===== src/verilog/nlc_defines.svh =====
`ifndef NLC_DEFINES_SVH
`define NLC_DEFINES_SVH

// Channel count and index width
`define NLC_CHANNELS 16
`define NLC_CH_BITS 4

// Polynomial order, six coefficients per channel
`define NLC_ORDER 5

// ADC input and corrected output code width
`define NLC_ADC_BITS 21

// Signed fixed point, Q15.16
`define NLC_DATA_BITS 32
`define NLC_FRAC_BITS 16

// Calibration words per channel and APB byte address width
`define NLC_CAL_WORDS 8
`define NLC_APB_ADDR_BITS 9

`endif


===== src/verilog/nlc_pkg.sv =====
`include "nlc_defines.svh"

package nlc_pkg;

  typedef logic [`NLC_ADC_BITS-1:0] adc_code_t;
  typedef logic signed [`NLC_DATA_BITS-1:0] fixed_t;
  typedef logic [`NLC_CH_BITS-1:0] ch_idx_t;

  // One channel's calibration, coeff[5] is the leading term
  typedef struct packed {
    fixed_t neg_mean;
    fixed_t recip_stdev;
    fixed_t [`NLC_ORDER:0] coeff;
  } chan_cal_t;

  // Item passed down the Horner chain
  typedef struct packed {
    logic valid;
    ch_idx_t ch;
    fixed_t xn;
    fixed_t acc;
  } stage_item_t;

  typedef struct packed {
    logic valid;
    ch_idx_t ch;
    adc_code_t code;
  } sample_t;

  typedef struct packed {
    logic valid;
    ch_idx_t ch;
    adc_code_t code;
  } result_t;

  typedef struct packed {
    logic psel;
    logic penable;
    logic pwrite;
    logic [`NLC_APB_ADDR_BITS-1:0] paddr;
    logic [`NLC_DATA_BITS-1:0] pwdata;
  } apb_req_t;

  typedef struct packed {
    logic [`NLC_DATA_BITS-1:0] prdata;
    logic pready;
    logic pslverr;
  } apb_rsp_t;

  // Full product, drop the fraction bits, keep low word
  function automatic fixed_t fx_mul(fixed_t a, fixed_t b);
    logic signed [2*`NLC_DATA_BITS-1:0] prod;
    prod = a * b;
    return fixed_t'(prod >>> `NLC_FRAC_BITS);
  endfunction

endpackage

===== src/verilog/nlc_output_clamp.sv =====
`include "nlc_defines.svh"

module nlc_output_clamp (
  input  logic                 clk,
  input  logic                 rst,
  input  nlc_pkg::stage_item_t item,
  output nlc_pkg::result_t     result
);

  localparam nlc_pkg::fixed_t CODE_MAX =
    nlc_pkg::fixed_t'((1 << `NLC_ADC_BITS) - 1);

  nlc_pkg::fixed_t whole;
  nlc_pkg::adc_code_t code;

  // Drop fraction bits, floor toward minus infinity
  assign whole = item.acc >>> `NLC_FRAC_BITS;

  always_comb begin
    if (whole < 0) begin
      code = '0;
    end else if (whole > CODE_MAX) begin
      code = '1;
    end else begin
      code = whole[`NLC_ADC_BITS-1:0];
    end
  end

  always_ff @(posedge clk) begin
    result.ch   <= item.ch;
    result.code <= code;
    if (rst) begin
      result.valid <= 1'b0;
    end else begin
      result.valid <= item.valid;
    end
  end

endmodule


===== config.mk =====
export PLATFORM = sky130hd
export DESIGN_NAME = nlc_output_clamp
export DESIGN_NICKNAME = d
export VERILOG_FILES = /design/src/verilog/nlc_pkg.sv /design/src/verilog/nlc_output_clamp.sv
export VERILOG_INCLUDE_DIRS = /design/src /design/src/verilog
export SDC_FILE = /design/constraint.sdc
export NUM_CORES = 1
export LEC_CHECK = 0
export BUFFER_PORTS_ARGS = -buffer_cell sky130_fd_sc_hd__buf_2
export CAP_MARGIN = 20
export CORE_MARGIN = 5
export CORE_UTILIZATION = 27
export DETAILED_ROUTE_END_ITERATION = 10
export HOLD_SLACK_MARGIN = 0.08
export PLACE_DENSITY_LB_ADDON = 0.05
export SYNTH_ARGS = -nofsm -noshare
export SYNTH_HDL_FRONTEND = slang
export SYNTH_SLANG_ARGS = --single-unit

===== constraint.sdc =====
create_clock -name clk -period 0.8 [get_ports clk]
set_clock_uncertainty 0.05 [all_clocks]
set_input_delay 0.04 -clock clk [delete_from_list [all_inputs] [get_ports clk]]
set_output_delay 0.04 -clock clk [all_outputs]
set_load 0.005 [all_outputs]

==> results of run 1 <==
==> metal layers <==
metal,wire (um),vias to the layer above,GRT usage [%]
met1,519,222,8.55
li1,-,264,-
met2,748,24,16.0
met3,140,2,2.49
met5,0,-,0
met4,17,0,2.98
==> path summary, 6_finish.rpt <==
| path | start | to | slack, ns | cells after the start |
|---|---|---|---|---|
| min | item[31] | result[11]$_SDFF_PP0_ | 0.06 | 3 |
| max | item[31] | result[6]$_SDFF_PP0_ | -0.07 | 3 |
==> cell type report <==
type                       count  area, um2
clock buffer                   4       26.3
fill                         200       1040
multi-input combinational     17        131
sequential                    21        429
tap                           28       35.0
timing repair buffer          72        503
==> power by group through the flow <==
stage          Clock [W]  Sequential (W)  Combinational, W
2_1_floorplan          0         0.00115         0.0000679
3_3_place_gp           0         0.00114          0.000181
3_5_place_dp           0         0.00114          0.000183
4_1_cts         0.000512         0.00112          0.000262
5_1_grt         0.000544         0.00113          0.000305
6_report        0.000482         0.00112          0.000278
==> cells by family (layout without fill, tap and decap cells) <==
group	after synthesis	after routing	synth area share, %
flops	21	21	70.0
simple gates	16	16	21.2
buf+inv	6	76	8.13
other cells	1	1	0.624
==> through the flow <==
stage,TNS [ns],instance area [um2]
3_5_place_dp,0,835
6_report,-0.597,1120
3_3_place_gp,0,835
5_1_grt,-1.75,1120
4_1_cts,-0.972,1070
2_1_floorplan,0,601
==> what timing repair did <==
action,in CTS,in global routing
pin swaps,0,0
resized for setup,1,10
hold buffers,21,2
endpoints found under the setup margin,26,26
endpoints found under the hold margin,20,5
==> placed cells by master (no fill, tap or decap) <==
cell type,netlist,layout
buf_2,0,44
dlygate4sd3_1,0,23
dfxtp_1,21,14
nor2b_2,7,7
dfxtp_2,0,7
nor2b_1,4,4
buf_6,1,4
and2b_2,3,3
clkbuf_4,0,3
and2b_1,2,2
clkbuf_1,0,1
buf_4,5,1
conb_1,1,1
==> results.toml, run 1 <==
[setup_path]
crit_slowest_cell = "dlygate4sd3_1"
critPathBufInv = 2
worst_setup_path_start_kind = "input pin"
cp_max_fo = 5
cp_data_arrival_time_ns = 1.01
worstSetupPathType = "input pin to register"
crit_chain = "buf_2, dlygate4sd3_1, and2b_2"
cp_slowest_stage_delay_ns = 0.64
setup.worst_path.end_class = "register"
critPathRequiredTime_ns = 0.95
crit_family = "buffers and inverters"

[finish]
top_register = "result"
final_cells = 142
diodes = 0
reg_top3 = "result (21)"
largest_register_ffs = 21
drive_above_1_share_pct = 60.5
syn2layout_area_growth_pct = 87.3
nNetsFinal = 186
finish.utilization_pct = 51.8

[drt]
dr.pass1.iters = 2
drcViolationCount = 0
wirelength_mm = 1.43
drtIter0Drc = 1
num_vias = 512
via_per_inst = 3.61
antenna_left = 0
wl_per_cell_um = 10.0

[floorplan]
ioPinCount = 97
die_w_um = 57.2
num_rows = 17
chipHeight_um = 57.2
start_util_pct = 27.7
core_mm2 = 0.00217
die_area_mm2 = 0.00327

[pwr]
switching_share_pct = 20.4
power.total_w = 0.00188
p_sw_w = 0.000384
p_int_w = 0.00150
power_density_mw_per_mm2 = 1670
ir_drop_mv = 0.831
p_leak_nw = 0.561
clkPwrFrac_pct = 25.6
combinationalPowerShare_pct = 14.8
pwr-share-seq_pct = 59.6

[sta]
setup_viol = 26
hold_viol = 0
layout_setup_ws_ns = -0.0676
whs_ns = 0.0555
timing.fmax_ghz = 1.15
min_period_ns = 0.868
rsz0062_at_grt = "true"
finalCritPeriodShare_pct = 108
slew_violations = 0

[place]
place.gp.congestion = 0.623
dp_slack_ns = 0.172
io_buffers = 48
place_inst = 115
dpl.hpwl_mm = 1.02

[synthesis]
synth.top_cell.area_share_pct = 70.0
ys_ff_latch = 21
syn_avg_cell_area_um2 = 13.6
syn_nets = 115
synth_area_um2 = 601
synth_top_area_cell = "dfxtp_1"
synth.top_cells.by_area = "dfxtp_1 (70%), nor2b_2 (10%), buf_4 (6.3%)"
async_reset_ff_share_pct = 0
synth_edf_count = 0
synth_ff_type = "dfxtp_1"
yosys-top-cells-count = "dfxtp_1 (21), nor2b_2 (7), buf_4 (5)"
synth_cells = 44
synth-seq-area-share_pct = 70.0
yosysUniqueCellTypes = 8
yosysMostFrequentCell = "dfxtp_1"
yosysWarnings = 0

[grt]
grt_pass1_wl_mm = 2.13
grt_overflow_total = 0
grt_antenna_before_repair = 0
grt_max_degree = 12
grt.total_usage_pct = 8.39
grt_pass1_vias = 506

[cts]
clockBufferDepth = 2
cts_tree = "done"
cts_root_buffer = "clkbuf_4"
post_cts_buffers = 0
h-tree-depth = 1
cts.reportedPaths.clkPinSlew_ns = 0.11
clock-sinks = 21
cts_buffers = 3

[status]
failed_checks = "negative setup slack"
status = "finished with violations"

[run]
drv_cap = 0

[worst_hold_path]
hold_class = "input pin to register"
Note: power is estimated with default switching activity, not from simulation.
==> run 2: changes to the inputs <==
--- a/config.mk
+++ b/config.mk
@@ -9,8 +9,9 @@
 export BUFFER_PORTS_ARGS = -buffer_cell sky130_fd_sc_hd__buf_2
 export CAP_MARGIN = 20
 export CORE_MARGIN = 5
-export CORE_UTILIZATION = 27
+export CORE_UTILIZATION = 29
 export DETAILED_ROUTE_END_ITERATION = 10
+export GPL_TIMING_DRIVEN = 1
 export HOLD_SLACK_MARGIN = 0.08
 export PLACE_DENSITY_LB_ADDON = 0.05
 export SYNTH_ARGS = -nofsm -noshare
==> constraint.sdc (replaced) <==
create_clock -name clk -period 1.05 [get_ports clk]
set_clock_uncertainty 0.05 [all_clocks]
set_input_delay 0.0525 -clock clk [delete_from_list [all_inputs] [get_ports clk]]
set_output_delay 0.0525 -clock clk [all_outputs]
set_load 0.005 [all_outputs]
==> run 2 against run 1 <==
Largest cell class unchanged. Sequential power fell by 24%. Worst hold slack improved by 0.30 ns. The flow now finishes without violations. Critical endpoint is now result[20]. Wire length decreased by 3.4%. Total power is 25% lower. Largest power group unchanged.
==> results.toml, run 2 (synthesized netlist as in run 1, its figures left out) <==
[status]
status = "finished, final reports clean"

[sta]
tns_ns = 0
setup_viol = 0
timing.fmax_ghz = 1.08
slew_violations = 0
min_period_ns = 0.925
finalCritPeriodShare_pct = 88.1
hold_viol = 0
rsz0062_at_grt = "false"

[cts]
cts_root_buffer = "clkbuf_4"
clock-sinks = 21
post_cts_buffers = 0
cts_tree = "done"
cts_buffers = 3
postCtsResizedCells = 0
h-tree-depth = 1
clockBufferDepth = 2
cts.reportedPaths.clkPinSlew_ns = 0.10

[setup_path]
crit_family = "flip-flops"
cp_data_arrival_time_ns = 0.82
critPathBufInv = 1
crit_slowest_cell = "dfxtp_1"
cp_max_fo = 6
crit_chain = "buf_2"
cp_slowest_stage_delay_ns = 0.40
worstSetupPathType = "register to output port"
setup.worst_path.end_class = "output port"
critical_path.startpoint = "result[19]$_SDFF_PP0_"
critPathRequiredTime_ns = 0.95
worst_setup_path_start_kind = "register"

[finish]
reg_top3 = "result (21)"
layout_commonest_cell = "buf_2"
finish.utilization_pct = 55.0
design_area_mm2 = 0.00108
largest_register_ffs = 21
syn2layout_area_growth_pct = 79.8
top_register = "result"
nNetsFinal = 185
diodes = 0
drive_above_1_share_pct = 54.9
layout_common_cells = "buf_2 (48), dlygate4sd3_1 (22), dfxtp_1 (21)"
final_cells = 140

[drt]
drcViolationCount = 0
num_vias = 500
via_per_inst = 3.57
wl_per_cell_um = 9.83
drtIter0Drc = 3
wirelength_mm = 1.38
antenna_left = 0
dr.pass1.iters = 2

[floorplan]
core_mm2 = 0.00196
num_rows = 16
ioPinCount = 97
chipHeight_um = 55.5
start_util_pct = 30.6
die_area_mm2 = 0.00308
die_w_um = 55.5

[grt]
grt_max_degree = 12
grt_antenna_before_repair = 0
grt_overflow_total = 0
grt_pass1_vias = 522
grt.total_usage_pct = 9.22
grt_pass1_wl_mm = 2.25

[worst_hold_path]
hold_class = "input pin to register"
hold_end = "result[23]$_DFF_P_"
worstHoldPathCells = 2
hp-start = "item[66]"

[pwr]
power_density_mw_per_mm2 = 1300
ir_drop_mv = 0.657
p_leak_nw = 0.549

[place]
place_inst = 114
place.gp.congestion = 0.638
io_buffers = 48
place_area_um2 = 833

[run]
drv_cap = 0
-- run 2: cell count changes in the layout (fill, tap and decap cells not counted) --
cell           previous run  this run
buf_2                    44        48
buf_6                     4         0
dfxtp_1                  14        21
dfxtp_2                   7         0
dlygate4sd3_1            23        22
-- run 2: final cells by class --
type                    instances  area [um2]
clock buffers                   4        26.3
fillers                       186         882
multi-input cells              17         131
flip-flops and latches         21         420
well taps                      27        33.8
repair buffers                 71         468
-- run 2: how the worst max path moves through the flow --
stage,endpoint,slack [ns],cells past startpoint
6_report,result[20],0.12,1
4_1_cts,result[20],0.1,1
3_3_place_gp,result[0]$_SDFF_PP0_,0.43,3
3_5_place_dp,result[20],0.44,1
5_1_grt,result[18],0.04,1
2_1_floorplan,result[16],0.43,1
-- run 2: per-stage QoR --
stage,total power [W],hold WS (ns),worst slack [ns]
after floorplan,0.000928,0.0302,0.428
after global placement,0.00100,0.106,0.435
after detailed placement,0.00101,0.110,0.437
after CTS,0.00143,0.330,0.0978
after global routing,0.00149,0.331,0.0429
final,0.00141,0.351,0.125
-- run 2: per-layer routing --
metal	wire length (um)	track usage, %
met1	510	8.77
met2	705	16.6
met3	160	4.43
met4	0	4.17
met5	0	0
-- run 2: power breakdown --
| group | internal, W | switching (W) |
|---|---|---|
| registers | 0.000839 | 0.00000965 |
| clock network | 0.000147 | 0.000211 |
| logic | 0.000139 | 0.0000603 |
-- run 2: timing repair --
item                                   CTS  global route
setup endpoints to repair                0             0
hold buffers                            22             0
endpoints found under the hold margin   20             0
==> run 3: changes to the inputs <==
--- a/config.mk
+++ b/config.mk
@@ -8,8 +8,9 @@
 export LEC_CHECK = 0
 export BUFFER_PORTS_ARGS = -buffer_cell sky130_fd_sc_hd__buf_2
 export CAP_MARGIN = 20
+export CORE_ASPECT_RATIO = 1.75
 export CORE_MARGIN = 5
-export CORE_UTILIZATION = 29
+export CORE_UTILIZATION = 25
 export DETAILED_ROUTE_END_ITERATION = 10
 export GPL_TIMING_DRIVEN = 1
 export HOLD_SLACK_MARGIN = 0.08
==> run 3 against run 2 <==
Wire length grew 0.58%. Sequential power is essentially flat. Design area grew 1.5%. Critical path type is now input pin to register.
==> results.toml, run 3 (synthesized netlist as in run 1, its figures left out) <==
[finish]
diodes = 0
drive_above_1_share_pct = 54.9
nNetsFinal = 185
top_register = "result"
final_cells = 138
reg_top3 = "result (21)"
largest_register_ffs = 21
finish.utilization_pct = 47.6
layout_commonest_cell = "buf_2"
layout_common_cells = "buf_2 (48), dlygate4sd3_1 (22), dfxtp_1 (21)"
syn2layout_area_growth_pct = 82.5

[grt]
grt_pass1_wl_mm = 2.11
grt_antenna_before_repair = 0
grt.total_usage_pct = 8.34
groute.layer.met3.usage_pct = 3.35
grt_max_degree = 12
top_usage_layer = "met2"
gr-usage-met2_pct = 16.2
grt_overflow_total = 0
use_met1_pct = 7.20
grt_pass1_vias = 529

[cts]
cts.reportedPaths.clkPinSlew_ns = 0.07
clock-sinks = 21
cts_tree = "done"
h-tree-depth = 1
cts_root_buffer = "clkbuf_8"
clockBufferDepth = 2
cts_buffers = 3

[sta]
finalCritPeriodShare_pct = 84.1
slew_violations = 0
hold_viol = 0
tns_ns = 0
min_period_ns = 0.883
setup_viol = 0
rsz0062_at_grt = "false"
timing.fmax_ghz = 1.13

[setup_path]
worstSetupPathType = "input pin to register"
setup.worst_path.end_class = "register"
critPathRequiredTime_ns = 1.19
cp_data_arrival_time_ns = 1.02
worst_setup_path_start_kind = "input pin"
cp_max_fo = 10

[place]
place.gp.congestion = 0.643
io_buffers = 48
place_inst = 112

[status]
status = "finished, final reports clean"

[pwr]
ir_drop_mv = 0.737
power_density_mw_per_mm2 = 1410
p_leak_nw = 0.557

[floorplan]
die_w_um = 47.1
die_area_mm2 = 0.00352
core_mm2 = 0.00230
start_util_pct = 26.1
ioPinCount = 97
num_rows = 23
chipHeight_um = 74.8

[run]
drv_cap = 0

[drt]
wirelength_mm = 1.38
drcViolationCount = 0
num_vias = 509
wl_per_cell_um = 10.0
dr.pass1.iters = 2
antenna_left = 0
drtIter0Drc = 4
via_per_inst = 3.69

[worst_hold_path]
hold_class = "input pin to register"
-- run 3: worst paths after layout --
path	start	to	slack, ns	cells after the start
worst max-delay path	item[31]	result[1]$_SDFF_PP0_	0.17	4
worst min-delay path	item[67]	result[24]$_DFF_P_	0.39	2
-- run 3: repair_timing --
action	CTS	global route
hold endpoints to repair	20	0
hold buffers	22	0
resized for setup	0	0
setup buffers	0	0
-- run 3: report_power, final --
group | switching (W) | internal (W)
sequential | 0.00000941 | 0.000839
clock | 0.000230 | 0.000269
combinational | 0.0000607 | 0.000139
-- run 3: critical path, stage by stage --
cell and delay, ns:
dlygate4sd3_1 0.53, buf_2 0.15, buf_4 0.18, nor2b_1 0.11
-- run 3: cell type report --
type                    instances  area, um2
fillers                       209       1210
flip-flops and latches         21        420
repair buffers                 71        468
clock buffers                   4       45.0
multi-input cells              17        131
well taps                      25       31.3
-- run 3: metrics by stage --
stage	cell area, um2	worst slack, ns	total power [W]	hold slack, ns
after floorplan	601	0.428	0.000928	0.0302
after global placement	831	0.431	0.00101	0.106
after detailed placement	831	0.434	0.00101	0.107
after CTS	1100	0.162	0.00158	0.384
after global routing	1100	0.131	0.00165	0.396
final	1100	0.167	0.00155	0.387
-- run 3: layer usage --
metal / vias to the layer above / wire length, um
met1: 207 / 467
met3: 0 / 247
met2: 41 / 669
met4: 0 / 0
li1: 261 / -
met5: - / 0
